`config.mk`:
```
export PLATFORM = sky130hd
export DESIGN_NAME = vp_input_top
export DESIGN_NICKNAME = d
export VERILOG_FILES = /design/src/design/vp_input_pkg.sv /design/src/design/clk_enable_gen.sv /design/src/design/joy_router.sv /design/src/design/player_port.sv /design/src/design/key_event_merge.sv /design/src/design/vp_input_top.sv
export SDC_FILE = /design/constraint.sdc
export NUM_CORES = 1
export LEC_CHECK = 0
export BUFFER_PORTS_ARGS = -buffer_cell sky130_fd_sc_hd__buf_2
export CAP_MARGIN = 10
export CORE_MARGIN = 5
export CORE_UTILIZATION = 61
export DETAILED_ROUTE_END_ITERATION = 8
export PLACE_DENSITY = 0.84
export SYNTH_ARGS = -nofsm -noshare
export SYNTH_HDL_FRONTEND = slang
export SYNTH_SLANG_ARGS = --single-unit
```
`constraint.sdc`:
```
create_clock -name clk_sys -period 8.1 [get_ports clk_sys]
set_input_delay 1.215 -clock clk_sys [delete_from_list [all_inputs] [get_ports clk_sys]]
set_output_delay 1.215 -clock clk_sys [all_outputs]
set_load 0.02 [all_outputs]
```
`src/design/vp_input_pkg.sv`:
```
// Shared types and constants for the console input and timing front end, imported by all modules
package vp_input_pkg;

	////////////////////////////////////////
	// Sizes
	////////////////////////////////////////

	// Joystick ports on the console
	localparam int NUM_PLAYERS = 2;
	// Keys on one numpad
	localparam int NUMPAD_W = 10;

	////////////////////////////////////////
	// Controller and key words
	////////////////////////////////////////

	// One raw controller word, all active high
	// Numpad bit 0 is key 1 ... bit 8 is key 9, bit 9 is key 0
	typedef struct packed {
		logic [NUMPAD_W-1:0] numpad;
		logic                reset;
		logic                action;
		logic                up;
		logic                down;
		logic                left;
		logic                right;
	} joy_raw_t;

	// Console lines of one player, active low
	typedef struct packed {
		logic up_n;
		logic down_n;
		logic left_n;
		logic right_n;
		logic action_n;
	} player_ctl_t;

	// PS/2 key event word from the host
	typedef struct packed {
		logic       toggle;   // flips on each new event
		logic       pressed;  // make = 1, break = 0
		logic       extended; // E0 prefix, not decoded
		logic [7:0] code;
	} ps2_key_t;

	// Key event towards the keyboard matrix
	typedef struct packed {
		logic       valid;    // single-cycle strobe
		logic       released;
		logic [7:0] ascii;
	} key_event_t;

endpackage

```
`src/design/clk_enable_gen.sv`:
```
// Divides clk_sys into CPU and video-chip clock-enable pulses, with NTSC or PAL divisors
module clk_enable_gen #(
	parameter int CPU_DIV_NTSC = 8,
	parameter int CPU_DIV_PAL  = 12,
	parameter int VDC_DIV_NTSC = 6,
	parameter int VDC_DIV_PAL  = 10
) (
	input  logic clk_sys,
	input  logic reset,
	input  logic pal_i,
	output logic cpu_en_o,
	output logic vdc_en_o
);

	// Largest divisor sets the shared counter width
	localparam int MAX_CPU = (CPU_DIV_NTSC > CPU_DIV_PAL) ? CPU_DIV_NTSC : CPU_DIV_PAL;
	localparam int MAX_VDC = (VDC_DIV_NTSC > VDC_DIV_PAL) ? VDC_DIV_NTSC : VDC_DIV_PAL;
	localparam int MAX_DIV = (MAX_CPU > MAX_VDC) ? MAX_CPU : MAX_VDC;
	localparam int CNT_W   = $clog2(MAX_DIV);

	// Channel 0 is the CPU, channel 1 the video chip
	logic [1:0][CNT_W-1:0] cnt_q;
	logic [1:0][CNT_W-1:0] limit;
	logic [1:0]            en_q;

	// Wrap value follows the standard
	assign limit[0] = pal_i ? CNT_W'(CPU_DIV_PAL - 1) : CNT_W'(CPU_DIV_NTSC - 1);
	assign limit[1] = pal_i ? VDC_DIV_PAL[CNT_W-1:0] - 1'b1 : VDC_DIV_NTSC[CNT_W-1:0] - 1'b1;

	// Free-running counters, pulse on wrap
	// >= catches a counter already past a shorter new limit
	always_ff @(posedge clk_sys or posedge reset) begin
		if (reset) begin
			cnt_q <= '0;
			en_q  <= '0;
		end else begin
			for (int ch = 0; ch < 2; ch++) begin
				if (cnt_q[ch] >= limit[ch]) begin
					cnt_q[ch] <= '0;
					en_q[ch]  <= 1'b1;
				end else begin
					cnt_q[ch] <= cnt_q[ch] + 1'b1;
					en_q[ch]  <= 1'b0;
				end
			end
		end
	end

	assign cpu_en_o = en_q[0];
	assign vdc_en_o = en_q[1];

	// Enables are strobes, never two in a row
	a_cpu_en_strobe : assert property (@(posedge clk_sys) disable iff (reset)
		cpu_en_o |=> !cpu_en_o);
	a_vdc_en_strobe : assert property (@(posedge clk_sys) disable iff (reset)
		vdc_en_o |=> !vdc_en_o);

endmodule

```
`src/design/joy_router.sv`:
```
// Registers both joystick words, applies the player swap and forms the two-player reset
module joy_router (
	input  logic                                                clk_sys,
	input  logic                                                reset,
	input  logic                                                swap_i,
	input  vp_input_pkg::joy_raw_t                              joy_a_i,
	input  vp_input_pkg::joy_raw_t                              joy_b_i,
	output vp_input_pkg::joy_raw_t [vp_input_pkg::NUM_PLAYERS-1:0] joy_o,
	output logic                                                console_res_n_o
);
	import vp_input_pkg::*;

	joy_raw_t [NUM_PLAYERS-1:0] joy_in;
	joy_raw_t [NUM_PLAYERS-1:0] joy_d;
	joy_raw_t [NUM_PLAYERS-1:0] joy_q;
	logic     [NUM_PLAYERS-1:0] res_req;
	logic                       res_n_q;

	// Entry 0 is port A
	assign joy_in = {joy_b_i, joy_a_i};

	// Swap reverses player order
	always_comb begin
		for (int p = 0; p < NUM_PLAYERS; p++) begin
			joy_d[p]   = swap_i ? joy_in[NUM_PLAYERS-1-p] : joy_in[p];
			res_req[p] = joy_d[p].reset;
		end
	end

	// Console reset only when every player holds reset
	always_ff @(posedge clk_sys or posedge reset) begin
		if (reset) begin
			joy_q   <= '0;
			res_n_q <= 1'b1;
		end else begin
			joy_q   <= joy_d;
			res_n_q <= ~&res_req;
		end
	end

	assign joy_o           = joy_q;
	assign console_res_n_o = res_n_q;

endmodule

```
`src/design/player_port.sv`:
```
// Decodes one routed joystick word into console lines and a numpad key event
module player_port (
	input  logic                     clk_sys,
	input  logic                     reset,
	input  vp_input_pkg::joy_raw_t   joy_i,
	output vp_input_pkg::player_ctl_t ctl_o,
	output vp_input_pkg::key_event_t key_o
);
	import vp_input_pkg::*;

	localparam logic [7:0] ASCII_ZERO = 8'h30;
	localparam logic [7:0] ASCII_ONE  = 8'h31;

	player_ctl_t         ctl_q;
	key_event_t          key_q;
	logic [NUMPAD_W-1:0] pad_prev_q;
	logic                pad_empty;

	////////////////////////////////////////
	// Numpad digit
	////////////////////////////////////////

	// Lowest set key wins
	// Bits 0..8 give 1..9, bit 9 gives 0
	function automatic logic [7:0] lowest_digit(input logic [NUMPAD_W-1:0] pad);
		logic [7:0] code;
		code = 8'h00;
		for (int i = NUMPAD_W - 1; i >= 0; i--) begin
			if (pad[i]) begin
				code = (i == NUMPAD_W - 1) ? ASCII_ZERO : ASCII_ONE + 8'(i);
			end
		end
		return code;
	endfunction

	assign pad_empty = (joy_i.numpad == '0);

	////////////////////////////////////////
	// Registers
	////////////////////////////////////////

	always_ff @(posedge clk_sys or posedge reset) begin
		if (reset) begin
			ctl_q      <= '1;
			key_q      <= '{valid: 1'b0, released: 1'b1, ascii: 8'h00};
			pad_prev_q <= '0;
		end else begin
			// Console lines are active low
			ctl_q.up_n     <= ~joy_i.up;
			ctl_q.down_n   <= ~joy_i.down;
			ctl_q.left_n   <= ~joy_i.left;
			ctl_q.right_n  <= ~joy_i.right;
			ctl_q.action_n <= ~joy_i.action;

			// Event on any numpad bit change
			pad_prev_q     <= joy_i.numpad;
			key_q.valid    <= (joy_i.numpad != pad_prev_q);
			key_q.released <= pad_empty;
			// Code kept while nothing held
			if (!pad_empty) begin
				key_q.ascii <= lowest_digit(joy_i.numpad);
			end
		end
	end

	assign ctl_o = ctl_q;
	assign key_o = key_q;

	// A strobe means the numpad at the input really moved
	// Right after reset the previous numpad counts as empty
	a_pad_change : assert property (@(posedge clk_sys) disable iff (reset)
		key_q.valid |-> $past(joy_i.numpad) !=
			($past(reset, 2) ? '0 : $past(joy_i.numpad, 2)));

endmodule

```
`src/design/key_event_merge.sv`:
```
// Decodes PS/2 scan codes to console ASCII and merges them with numpad events into one stream
module key_event_merge (
	input  logic                                                  clk_sys,
	input  logic                                                  reset,
	input  vp_input_pkg::ps2_key_t                                ps2_key_i,
	input  vp_input_pkg::key_event_t [vp_input_pkg::NUM_PLAYERS-1:0] pkey_i,
	output vp_input_pkg::key_event_t                              key_o
);
	import vp_input_pkg::*;

	logic                   toggle_q;
	logic                   ps2_new_q;
	logic                   ps2_break_q;
	logic [7:0]             ps2_ascii_q;
	logic                   ps2_event;
	logic                   any_valid;
	logic [7:0]             win_ascii;
	logic [NUM_PLAYERS-1:0] pad_released;
	key_event_t             key_q;

	////////////////////////////////////////
	// Scan code table
	////////////////////////////////////////

	// Set 2 codes, extended bit not looked at
	function automatic logic [7:0] ps2_to_ascii(input logic [7:0] code);
		case (code)
			8'h16: return "1";
			8'h1E: return "2";
			8'h26: return "3";
			8'h25: return "4";
			8'h2E: return "5";
			8'h36: return "6";
			8'h3D: return "7";
			8'h3E: return "8";
			8'h46: return "9";
			8'h45: return "0";
			8'h1C: return "a";
			8'h32: return "b";
			8'h21: return "c";
			8'h23: return "d";
			8'h24: return "e";
			8'h2B: return "f";
			8'h34: return "g";
			8'h33: return "h";
			8'h43: return "i";
			8'h3B: return "j";
			8'h42: return "k";
			8'h4B: return "l";
			8'h3A: return "m";
			8'h31: return "n";
			8'h44: return "o";
			8'h4D: return "p";
			8'h15: return "q";
			8'h2D: return "r";
			8'h1B: return "s";
			8'h2C: return "t";
			8'h3C: return "u";
			8'h2A: return "v";
			8'h1D: return "w";
			8'h22: return "x";
			8'h35: return "y";
			8'h1A: return "z";
			8'h29: return " ";
			8'h79: return "+";
			8'h7B: return "-";
			8'h7C: return "*";
			8'h4A: return "/";
			8'h55: return "=";
			// Yes / no keys of the console
			8'h1F: return 8'h11;
			8'h27: return 8'h12;
			8'h5A: return 8'h0A; // enter
			8'h66: return 8'h08; // backspace
			default: return 8'h00;
		endcase
	endfunction

	////////////////////////////////////////
	// PS/2 edge stage
	////////////////////////////////////////

	// New event whenever toggle flips
	assign ps2_event = (ps2_key_i.toggle != toggle_q);

	always_ff @(posedge clk_sys or posedge reset) begin
		if (reset) begin
			toggle_q    <= 1'b0;
			ps2_new_q   <= 1'b0;
			ps2_break_q <= 1'b1;
		end else begin
			toggle_q  <= ps2_key_i.toggle;
			ps2_new_q <= ps2_event;
			if (ps2_event) begin
				ps2_break_q <= ~ps2_key_i.pressed;
			end
		end
	end

	// Decoded code, loaded per event
	always_ff @(posedge clk_sys) begin
		if (ps2_event) begin
			ps2_ascii_q <= ps2_to_ascii(ps2_key_i.code);
		end
	end

	////////////////////////////////////////
	// Arbiter
	////////////////////////////////////////

	// Fixed order PS/2, player 0, player 1
	// Losers dropped, no retry
	always_comb begin
		any_valid = 1'b0;
		win_ascii = key_q.ascii;
		for (int p = NUM_PLAYERS - 1; p >= 0; p--) begin
			pad_released[p] = pkey_i[p].released;
			if (pkey_i[p].valid) begin
				any_valid = 1'b1;
				win_ascii = pkey_i[p].ascii;
			end
		end
		if (ps2_new_q) begin
			any_valid = 1'b1;
			win_ascii = ps2_ascii_q;
		end
	end

	always_ff @(posedge clk_sys or posedge reset) begin
		if (reset) begin
			key_q <= '{valid: 1'b0, released: 1'b1, ascii: 8'h00};
		end else begin
			key_q.valid    <= any_valid;
			key_q.ascii    <= win_ascii;
			// Released only when nothing is held anywhere
			key_q.released <= ps2_break_q & (&pad_released);
		end
	end

	assign key_o = key_q;

	// No key strobe may leak out while the console is held in reset
	a_quiet_in_reset : assert property (@(posedge clk_sys) reset |-> !key_o.valid);

endmodule

```
`src/design/vp_input_top.sv`:
```
// Top of the console input front end, wiring clock enables, joystick routing and key merge
module vp_input_top #(
	parameter int CPU_DIV_NTSC = 8,
	parameter int CPU_DIV_PAL  = 12,
	parameter int VDC_DIV_NTSC = 6,
	parameter int VDC_DIV_PAL  = 10
) (
	input  logic                                                   clk_sys,
	input  logic                                                   reset,
	input  logic                                                   pal_i,
	input  logic                                                   swap_i,
	input  vp_input_pkg::joy_raw_t                                 joy_a_i,
	input  vp_input_pkg::joy_raw_t                                 joy_b_i,
	input  vp_input_pkg::ps2_key_t                                 ps2_key_i,
	output logic                                                   cpu_en_o,
	output logic                                                   vdc_en_o,
	output vp_input_pkg::player_ctl_t [vp_input_pkg::NUM_PLAYERS-1:0] ctl_o,
	output logic                                                   console_res_n_o,
	output vp_input_pkg::key_event_t                               key_o
);
	import vp_input_pkg::*;

	joy_raw_t   [NUM_PLAYERS-1:0] joy_routed;
	key_event_t [NUM_PLAYERS-1:0] pad_key;

	// CPU and video-chip enables
	clk_enable_gen #(
		.CPU_DIV_NTSC (CPU_DIV_NTSC),
		.CPU_DIV_PAL  (CPU_DIV_PAL),
		.VDC_DIV_NTSC (VDC_DIV_NTSC),
		.VDC_DIV_PAL  (VDC_DIV_PAL)
	) u_clk_enable_gen (
		.clk_sys  (clk_sys),
		.reset    (reset),
		.pal_i    (pal_i),
		.cpu_en_o (cpu_en_o),
		.vdc_en_o (vdc_en_o)
	);

	// Player order and two-player reset
	joy_router u_joy_router (
		.clk_sys         (clk_sys),
		.reset           (reset),
		.swap_i          (swap_i),
		.joy_a_i         (joy_a_i),
		.joy_b_i         (joy_b_i),
		.joy_o           (joy_routed),
		.console_res_n_o (console_res_n_o)
	);

	// One decoder per joystick port
	for (genvar p = 0; p < NUM_PLAYERS; p++) begin : g_player
		player_port u_player_port (
			.clk_sys (clk_sys),
			.reset   (reset),
			.joy_i   (joy_routed[p]),
			.ctl_o   (ctl_o[p]),
			.key_o   (pad_key[p])
		);
	end

	// Keyboard and numpads into one stream
	key_event_merge u_key_event_merge (
		.clk_sys   (clk_sys),
		.reset     (reset),
		.ps2_key_i (ps2_key_i),
		.pkey_i    (pad_key),
		.key_o     (key_o)
	);

endmodule

```
==> summary.md, run 1 <==
| Metric | Value |
|---|---|
| Most common library cells after synthesis | dfrtp_1, mux2_2, inv_1 |
| H-tree Lvls | 3 |
| Post-synth net total | 488 |
| CP startpoint | ps2_key_i[1] |
| DRT antenna net count | 0 |
| Largest net degree at the start of global routing | 73 |
| CTS Hold Bufs | 0 |
| RSZ-0062 raised after global routing | false |
| Clk buf depth | 2 |
| CP max-delay cell | ha_1 |
| Achievable Freq | between 300 and 400 MHz |
| Slew @ Worst Pin | 0.846 ns |
| Vias per cell | roughly 5.7 |
| Worst r2r src | u_joy_router.joy_o[26] |
| Die area | between 9000 and 10000 sq um |
| TritonRoute pass-1 iters | 4 |
| Die Span Y | a little under 100 um |
| Residual DRC | 0 |
| Crit. End Element | register |
| Sequential fraction of the synthesis area | between 50% and 60% |
| Placeable Area | 7730 sq um |
| Register clock-pin slew on the reported worst setup and hold paths | around 0.11 ns |
| Crit Path Category | in -> reg |
| Final-report setup violation count | 0 |
| Worst-Skew Late Latency | 0.37 ns |
| Crit Path Max Fanout | 11 |
| VDD IR-drop max | 0.137 mV |
| Total Routing Usage GR | 20.6% |
| Rel. slew slack | between 40 and 50% |
| # fillers | roughly 560 |
| Count leader, synth | dfrtp_1 |
| Row count | 32 |
| Status | finished, final reports clean |
| DR iter-0 viols | 203 |
| Worst path max stage delay | ~0.32 ns |
| Ys async rst share | 93.3% |
| Final GP Congestion | around 0.92 |
| Hold Path Class | reg -> reg |
| Hpwl dp | ~6.8 mm |
| Post-CTS Setup Bufs | 0 |
| Design area | approximately 5400 sq um |
| First-pass GRT wire length | roughly 16 mm |
| Leak | around 2.5 nW |
| CP arrival | about 3 ns |
| Synth area leader | dfrtp_1 |
| Initial antenna violation count | 0 |
| Ant diodes | 0 |
| Cell Pwr Density | 213 nW/um^2 |
| Worst-path cell chain | buf_2, inv_1, ha_1, mux2_4, a221o_1, a311oi_1, o22ai_1 |
| Cts bufs inserted | 9 |
| IO Port Bufs | 67 |
| Fin. Hold Viols | 0 |
| Pre-CTS setup slack | around 4.9 ns |
| Yosys cell types | 62 |
| Mapped Cells | approximately 430 |
| Layout cell share with drive strength beyond 1 | between 20 and 30% |
| Clock sinks | 104 |
| Hold path startpoint | u_joy_router.joy_o[1] |
| Die width | 99.2 um |
| Synth top area share | a little over two fifths |
| Number of I/O pins | 70 |
| Root Buffer | clkbuf_8 |
| NumNets Final | approximately 550 |
| PostCTS Resize Cnt | 0 |
| Post-layout util | 70.3% |
| TritonCTS clock tree | built |
| Flop2flop setup slack | between 6 and 7 ns |
| Final slew viol count | 0 |
| Max Cap Viol | 0 |
| Drt wl/cell | between 15 and 20 um |
| Critical Path Source Type | input port |
| Largest cells by area after synthesis | dfrtp_1, dfstp_2, mux2_2 |
| WP data required | slightly above 8 ns |
| Number of synthesized flops with an enable pin | 7 |
| Vias in the first global route | approximately 3500 |
| Initial core utilization | 62.9% |
| Yosys reg bits | ~100 |
| Final clock skew | between 0.015 and 0.02 ns |
| Via Count | 3400 |
| Minimum clock period | approximately 2.8 ns |
| Cell area after synthesis | 4860 sq um |
| Footprint of the multi-input gates | slightly below 2000 sq um |
| Final period util | a little over a third |
| DP Area | between 5000 and 6000 sq um |
| Sequential cell area | 2660 sq um |
| Area added between synthesis and finish | 11.9% |
| Syn avg cell area | roughly 11 sq um |
| GRT overflow | 0 |
| Routed Wire Length | about 9.6 mm |
| Worst setup margin | between 5 and 6 ns |
| Top_reg_cell synth | dfrtp_1 |
| Ys Warns | 0 |
| Setup_tns | 0 ns |
metrics by stage:
stage	power [mW]	hold WS, ns	instances
2_1_floorplan	0.786	0.337	427
3_3_place_gp	0.838	0.337	577
4_1_cts	1.17	0.356	593
5_1_grt	1.22	0.373	594
3_5_place_dp	0.851	0.340	577
6_report	1.16	0.356	594
cell families after synthesis:
family          count (synthesis)  share of synthesized area (%)
compound gates                 97                           13.0
xor+xnor                       26                           4.69
fa+ha+maj                      14                           3.61
buf+inv                        49                           4.43
flops                         104                           54.7
mux                            37                           8.50
other cells                     1                         0.0772
simple gates                   99                           11.0
worst max-delay path, delay by kind of cell:
family / cells / cell delay, ns
AO/OA/AOI/OAI: 3 / 0.70
adder cells (fa/ha/maj): 1 / 0.32
multiplexers: 1 / 0.31
buffers and inverters: 2 / 0.38
layout make-up:
class | instances | area share (%)
Sequential cell | 104 | 48.9
Multi-Input combinational cell | 274 | 36.5
Timing Repair Buffer | 69 | 6.40
Tap cell | 102 | 2.35
Clock buffer | 9 | 2.28
Inverter | 29 | 2.03
Clock inverter | 7 | 1.52
sequential cells by signal, indices dropped and copies added (netlist names):
| name | cells |
|---|---|
| g_player.u_player_port.key_o | 14 |
| u_clk_enable_gen.cnt_q | 8 |
| u_key_event_merge.ps2_ascii_q | 7 |
| u_key_event_merge.ps2_break_q | 1 |
| u_joy_router.joy_o | 30 |
| g_player.u_player_port.pad_prev_q | 20 |
| u_key_event_merge.toggle_q | 1 |
| u_key_event_merge.ps2_new_q | 1 |
| g_player.u_player_port.ctl_o | 10 |
| u_key_event_merge.key_o | 9 |
| u_joy_router.console_res_n_o | 1 |
| u_clk_enable_gen.en_q | 2 |
where the power goes:
part / internal (mW) / leakage [nW] / switching, mW
Sequential: 0.586 / 1.19 / 0.0420
Combinational: 0.0916 / 1.19 / 0.119
Clock: 0.124 / 0.101 / 0.193
layout by cell type, fill, tap and decap left out, drive strengths merged, types with 4 or more instances in the layout:
| cell type | instances |
|---|---|
| o211ai | 5 |
| a21oi | 25 |
| o21ai | 27 |
| buf | 68 |
| nand2 | 20 |
| xor2 | 19 |
| dfrtp | 82 |
| ha | 14 |
| a21o | 5 |
| nand3 | 11 |
| clkbuf | 10 |
| nand2b | 11 |
| nor2 | 25 |
| xnor2 | 7 |
| edfxtp | 7 |
| mux2 | 31 |
| nor4 | 8 |
| inv | 32 |
| a211oi | 4 |
| mux2i | 6 |
| nor3 | 7 |
| dfstp | 15 |
worst paths after layout:
check,endpoint,depth (start not counted)
max in group asynchronous,g_player[1].u_player_port.pad_prev_q[1],3
min reg2reg,g_player[0].u_player_port.ctl_o[2],1
max,u_key_event_merge.ps2_ascii_q[0],7
min,g_player[0].u_player_port.ctl_o[2],1
max reg2reg,g_player[1].u_player_port.key_o[0],5
min in group asynchronous,u_clk_enable_gen.en_q[0],2
layer usage:
metal,vias to the layer above,track usage [%],part of all wire (%)
met2,122,33.1,49
met3,16,4.84,8.1
met5,-,0,0
met1,1650,27.4,41
li1,1612,-,-
met4,0,7.56,1.6
No activity file was read; power rests on OpenSTA's default activity.
==> inputs of run 2 (changes only) <==
- ABC_AREA: default -> 1
- CORE_UTILIZATION: 61 -> 57
- PLACE_DENSITY: 0.84 -> 0.79
- clock period: 8.1 -> 2.7 ns (I/O delays scaled with it)
==> run 2 against run 1 <==
Against the previous run:
- cell area increased by 1.6%
- clock power grew to 2.8 times the previous value
- sequential power grew to 3.0 times the previous value
- non-clock buffer count up 1
- hold slack worse by 0.27 ns
- wire length shrank 1.5%
- clock skew is 0.0074 ns lower
- critical path type unchanged
- largest power group unchanged
==> summary.md, run 2 <==
| Metric | Value |
|---|---|
| Hold Path Class | in -> async |
| Clk buf depth | 2 (unchanged) |
| Worst-Skew Late Latency | 0.36 ns (about the same) |
| Rel. slew slack | 44.7% (+1.1 points) |
| H-tree Lvls | 3 (unchanged) |
| Cell Pwr Density | 618 nW/um^2 (+190%) |
| Crit. End Element | register |
| Crit Path Max Fanout | 7 (-4) |
| R2R cell count | 1 (-4) |
| GRT overflow | 0 (unchanged) |
| Largest net degree at the start of global routing | 61 (-16%) |
| Yosys cell types | 40 (-35%) |
| Die width | 103 um (+3.8%) |
| DRT antenna net count | 0 (unchanged) |
| Top_reg_cell synth | dfrtp_1 |
| TritonRoute pass-1 iters | 5 (+1) |
| CP max-delay cell | ha_1 |
| Final slew viol count | 0 (unchanged) |
| Post-CTS Setup Bufs | 0 (unchanged) |
| Top delay family on crit path | simple AND/OR/NAND/NOR gates |
| Fin. Hold Viols | 0 (unchanged) |
| Layout cell share with drive strength beyond 1 | 20.8% (-7.9 points) |
| Cell area after synthesis | 4930 sq um (+1.5%) |
| Met2 usage | 30.0% (-3.0 points) |
| Minimum clock period | between 1.5 and 2 ns |
| DR iter-0 viols | 202 (-0.49%) |
| Placed Cells incl. Taps | 712 (+23%) |
| Post-synth net total | 611 (+25%) |
| TritonCTS clock tree | built |
| Sequential cell area | 2660 sq um (unchanged) |
| Hpwl dp | 7.34 mm (+7.3%) |
| IO Port Bufs | 67 (unchanged) |
| Vias in the first global route | 3643 (+3.8%) |
| Final period util | between 50% and 60% |
| Via Count | 3743 (+10%) |
| Worst-path cell chain | buf_2, inv_1, ha_1, nand2_1, nor2_1, inv_1, nand2_1, nand2_1, nand2_1, nand2_1, nand2_1, nand2_1, a21oi_1 |
| Worst path max stage delay | 0.20 ns (-0.12 ns) |
| Flop2flop setup slack | 1.29 ns (-5.10 ns) |
| RSZ-0062 raised after global routing | false |
| Die Span Y | 103 um (+3.8%) |
| Met1 Use GR | 26.7% (-0.70 points) |
| Crit Path Category | in -> reg |
| Most common library cells after synthesis | nand2_1, dfrtp_1, inv_1 |
| Worst r2r src | u_key_event_merge.toggle_q |
| Max Cap Viol | 0 (unchanged) |
| VDD IR-drop max | 0.486 mV (+260%) |
| Ys Warns | 0 (unchanged) |
| Mapped Cells | 550 (+29%) |
| PostCTS Resize Cnt | 0 (unchanged) |
| Ant diodes | 0 (unchanged) |
| Total Routing Usage GR | 19.3% (-1.3 points) |
| Post-layout util | 64.2% (-6.1 points) |
| Synth top area share | 41.6% (-0.63 points) |
| Initial antenna violation count | 0 (unchanged) |
| Placeable Area | 8590 sq um (+11%) |
| Non-filler cells, final | 728 (+23%) |
| Row count | 34 (+6.3%) |
| Sequential fraction of the synthesis area | 53.9% (-0.82 points) |
| GRT busiest layer | met2 |
| Register clock-pin slew on the reported worst setup and hold paths | 0.10 ns (about the same) |
| Synth area leader | dfrtp_1 |
| Final GP Congestion | 0.918 (-0.62%) |
| Routed Wire Length | 9.42 mm (-1.5%) |
| Setup_tns | 0 ns (unchanged) |
| Final-report setup violation count | 0 (unchanged) |
| Largest cells by area after synthesis | dfrtp_1, dfstp_2, nand2_1 |
| M3 GR Usage | 5.82% (+0.98 points) |
| Worst R2R End | u_key_event_merge.ps2_ascii_q[4] |
| Residual DRC | 0 (unchanged) |
| Power after layout | 3.41 mW (+200%) |
| Status | finished, final reports clean |
| Initial core utilization | 57.4% (-5.5 points) |
| First-pass GRT wire length | 16.1 mm (-1.3%) |
| WP data required | 2.91 ns (-5.31 ns) |
| CP arrival | 1.76 ns (-1.18 ns) |
| Worst Path Buf+Inv | 3 (+1) |
| Max reg flops | 30 (unchanged) |
| Yosys reg bits | 104 (unchanged) |
| Count leader, synth | nand2_1 |
| Cts bufs inserted | 9 (unchanged) |
| Area added between synthesis and finish | 12.0% (about the same) |
| NumNets Final | 676 (+23%) |
| Vias per cell | 5.14 (-10%) |
| Footprint of the multi-input gates | 1840 sq um (-7.4%) |
| Commonest non-fill, non-tap cell in the layout | nand2_1 |
| Leak | 2.81 nW (+13%) |
| Syn avg cell area | 8.97 sq um (-21%) |
| Achievable Freq | between 600 and 700 MHz |
| Pre-CTS setup slack | 0.778 ns (-4.14 ns) |
| CTS Hold Bufs | 0 (unchanged) |
| Root Buffer | clkbuf_8 |
| Most used cell, CP | nand2_1 |
| Die area | 10600 sq um (+7.8%) |
| Slew @ Worst Pin | 0.830 ns (-0.0166 ns) |
| Final clock skew | 0.0105 ns (-0.00736 ns) |
| Critical Path Source Type | input port |
| Number of synthesized flops with an enable pin | 7 (unchanged) |
| Ys async rst share | 93.3% (unchanged) |
| Drt wl/cell | 12.9 um (-20%) |
| Number of I/O pins | 70 (unchanged) |
| Most frequent cells in the layout | nand2_1, dfrtp_1, inv_1 |
| Clock sinks | 104 (unchanged) |
| # fillers | 730 (+31%) |
| Worst setup margin | 1.14 ns (-4.13 ns) |
## run 2: cell types whose count changed after synthesis, moves of 4 or more
cell / previous run / this run
nand2_1: 20 / 96
inv_1: 29 / 77
nor2_1: 25 / 58
mux2_2: 30 / 0
nand3_1: 11 / 31
a21oi_1: 25 / 39
nand2b_1: 10 / 0
inv_2: 0 / 8
or2_2: 1 / 8
xor2_1: 19 / 12
a21o_1: 5 / 0
buf_2: 7 / 2
o21ai_1: 0 / 5
a22o_1: 1 / 5
## run 2: cells by family (layout without fill, tap and decap cells)
family	after synthesis	count (layout)	share of synthesized area [%]
muxes	4	4	0.812
and+or+nand+nor	219	219	19.8
xor gates and xnor gates	16	16	2.84
buffers and inverters	102	172	8.86
DFF	104	104	53.9
adders and majority gates	14	14	3.55
AOI/OAI and AO/OA	90	90	10.2
other	1	1	0.0760
## run 2: final cells by class
class                           count  area share (%)
Clock buffer                        9            2.24
Clock inverter                      7            1.13
Inverter                           86            6.05
Multi-Input combinational cell    344            33.3
Sequential cell                   104            48.1
Tap cell                          108            2.45
Timing Repair Buffer               70            6.71
## run 2: per-stage QoR
step,area (sq um),hold WS (ns)
after global routing,5520,0.100
final,5520,0.0881
after floorplan,4930,0.337
after global placement,5330,0.339
after detailed placement,5330,0.341
after CTS,5520,0.0926
## run 2: worst max path at each step
stage / startpoint / to / slack (ns) / depth (start not counted)
3_5_place_dp: ps2_key_i[1] / u_key_event_merge.ps2_ascii_q[6] / 0.78 / 13
3_3_place_gp: ps2_key_i[1] / u_key_event_merge.ps2_ascii_q[2] / 0.78 / 11
4_1_cts: ps2_key_i[1] / u_key_event_merge.ps2_ascii_q[6] / 1.15 / 13
6_report: ps2_key_i[1] / u_key_event_merge.ps2_ascii_q[6] / 1.14 / 13
5_1_grt: ps2_key_i[1] / u_key_event_merge.ps2_ascii_q[6] / 0.97 / 13
2_1_floorplan: reset / g_player[0].u_player_port.key_o[0] / 1.16 / 1
## run 2: routing by layer
| layer | vias up | part of all wire, % |
|---|---|---|
| met1 | 1721 | 45 |
| met4 | 0 | 0.69 |
| met5 | - | 0 |
| met2 | 120 | 47 |
| met3 | 10 | 7.2 |
| li1 | 1892 | - |
## run 2: report_power, final
| part | switching [mW] | total (mW) | internal (mW) |
|---|---|---|---|
| registers | 0.113 | 1.87 | 1.76 |
| clock network | 0.544 | 0.900 | 0.356 |
| logic | 0.392 | 0.641 | 0.249 |
==> inputs of run 3 (changes only) <==
- ABC_AREA: 1 -> 0
- PLACE_DENSITY: 0.79 -> 0.8
- clock period: 2.7 -> 1.5 ns (I/O delays scaled with it)
==> run 3 against run 2 <==
Against the previous run:
- register-to-register slack lost 1.3 ns
- core utilization grew 8.9 points
- die area fell by 1.4%
- the run now ends with setup timing left
- worst setup slack lost 1.1 ns
- clock power grew 86%
- clock-buffer cell count grew 1
- wire length up 16%
- critical path depth shrank 8
- via count decreased by 3.5%
- sequential power increased by 81%
==> summary.md, run 3 (synthesis results as in run 1) <==
| Metric | Value |
|---|---|
| Largest net degree at the start of global routing | 98 (+61%) |
| Max Cap Viol | 0 (unchanged) |
| Drt wl/cell | 16.5 um (+27%) |
| Hold Path Class | in -> reg |
| Vias per cell | 5.46 (+6.1%) |
| Vias in the first global route | 3704 (+1.7%) |
| H-tree Lvls | 3 (unchanged) |
| Most frequent cells in the layout | dfrtp_1, buf_2, buf_4 |
| Critical Path Source Type | register |
| Final-report setup violation count | 1 (+1) |
| Ant diodes | 0 (unchanged) |
| Crit Path Max Fanout | 5 (-2) |
| CP arrival | 1.80 ns (+0.04 ns) |
| Clk pwr share | 26.0% (-0.4 points) |
| Layout cell share with drive strength beyond 1 | 37.9% (+17 points) |
| Residual DRC | 0 (unchanged) |
| # fillers | 577 (-21%) |
| DRT antenna net count | 0 (unchanged) |
| Final GP Congestion | 0.886 (-3.5%) |
| Worst setup margin | -0.00185 ns (-1.14 ns) |
| Clk buf depth | 2 (unchanged) |
| Cts bufs inserted | 9 (unchanged) |
| DR iter-0 viols | 201 (-0.50%) |
| Minimum clock period | ~1.5 ns |
| WP data required | 1.80 ns (-1.11 ns) |
| Max reg flops | 30 (unchanged) |
| Area added between synthesis and finish | 24.4% |
| Final slew viol count | 0 (unchanged) |
| Power after layout | 6.42 mW (+88%) |
| Clock sinks | 104 (unchanged) |
| Commonest non-fill, non-tap cell in the layout | dfrtp_1 |
| Sequential cell area | 2660 sq um (unchanged) |
| Post-layout util | 73.2% (+8.9 points) |
| Sw Pwr | 1.92 mW (+83%) |
| Routed Wire Length | 10.9 mm (+16%) |
| IO Port Bufs | 67 (unchanged) |
| Gate power share | 21.3% (+2.5 points) |
| RSZ-0062 raised after global routing | true |
| Footprint of the multi-input gates | 2050 sq um (+12%) |
| Initial antenna violation count | 0 (unchanged) |
| Failing checks | setup timing |
| Final clock skew | 0.0132 ns (+0.00265 ns) |
| TritonRoute pass-1 iters | 4 (-1) |
| VDD IR-drop max | 0.706 mV (+45%) |
| Hpwl dp | 8.06 mm (+9.9%) |
| GRT overflow | 0 (unchanged) |
| Die area | 10500 sq um (-1.4%) |
| Achievable Freq | about 670 MHz |
| P_int | 4.49 mW (+90%) |
| Cell Pwr Density | 1060 nW/um^2 (+72%) |
| Sw frac | 30.0% (-0.75 points) |
| NumNets Final | 613 (-9.3%) |
| Via Count | 3612 (-3.5%) |
| TritonCTS clock tree | built |
| First-pass GRT wire length | 18.0 mm (+12%) |
| Status | complete, but fails checks |
| Root Buffer | clkbuf_8 |
| Initial core utilization | 58.8% (+1.4 points) |
| Die Span Y | 102 um (-0.68%) |
| Fin. Hold Viols | 0 (unchanged) |
| Crit. End Element | register |
| Seq pwr share | 52.6% (-2.2 points) |
| Register clock-pin slew on the reported worst setup and hold paths | 0.11 ns (about the same) |
| Number of I/O pins | 70 (unchanged) |
| Total Routing Usage GR | 22.2% (+2.9 points) |
| Design area | 6040 sq um (+9.5%) |
| Leak | 2.82 nW (+0.37%) |
| DP Area | 5730 sq um (+7.4%) |
| Row count | 33 (-2.9%) |
| Die width | 102 um (-0.68%) |
| Final period util | 100% |
| Placeable Area | 8260 sq um (-3.9%) |
| Worst-Skew Late Latency | 0.36 ns (about the same) |
| Crit Path Category | reg -> reg |
[run 3: what timing repair did]
action / in CTS / in global routing
resized for setup: 4 / 8
hold endpoints to repair: 11 / 0
setup buffers: 1 / 3
hold buffers: 5 / 0
endpoints found under the setup margin: 4 / 8
pin swaps: 1 / 3
[run 3: per-stage QoR]
step	TNS [ns]	setup WS, ns	cells	hold WS, ns
floorplan	-0.180	-0.138	427	0.256
global placement	-1.31	-0.231	637	0.337
detailed placement	-1.31	-0.258	637	0.343
CTS	-0.00293	-0.00293	659	0.0767
global route	-0.398	-0.0905	662	0.0736
finish	-0.00185	-0.00185	662	0.0959
[run 3: worst max-delay path: stages, from the launching register on]
cell and delay, ns:
dfrtp_1 0.42, or3_4 0.40, nand2b_4 0.17, nor4_4 0.25, a21oi_1 0.11, o21ai_1 0.09
[run 3: worst paths after layout]
check | startpoint | to | slack (ns) | depth (start not counted)
setup / recovery | u_joy_router.joy_o[7] | g_player[0].u_player_port.key_o[0] | -0.002 | 5
hold / removal | joy_b_i[3] | u_joy_router.joy_o[19] | 0.1 | 2
setup reg to reg | u_joy_router.joy_o[7] | g_player[0].u_player_port.key_o[0] | -0.002 | 5
hold reg to reg | u_joy_router.joy_o[4] | g_player[0].u_player_port.ctl_o[0] | 0.36 | 1
max in group asynchronous | reset | g_player[1].u_player_port.ctl_o[0] | 0.57 | 4
min in group asynchronous | reset | g_player[0].u_player_port.pad_prev_q[6] | 0.55 | 4
[run 3: layer usage]
layer | part of all wire (%) | track usage (%) | vias to the layer above
met1 | 45 | 30.4 | 1722
met4 | 1.7 | 7.77 | 0
met2 | 47 | 34.5 | 122
met5 | 0 | 0 | -
met3 | 6.0 | 5.87 | 16
li1 | - | - | 1752
[run 3: power by group through the flow]
stage	Sequential, mW	Combinational [mW]	Clock [mW]
after floorplan	3.48	0.780	0
after global placement	3.40	1.29	0
after detailed placement	3.43	1.35	0
after CTS	3.38	1.37	1.72
after global routing	3.41	1.53	1.86
final	3.38	1.37	1.67
[run 3: layout make-up]
cell class	instances	share of cell area, %
clock inverters	6	1.01
well taps	105	2.17
flip-flops and latches	104	44.0
clock buffers	10	2.28
repair buffers	134	14.7
multi-input cells	274	34.0
inverters	29	1.90
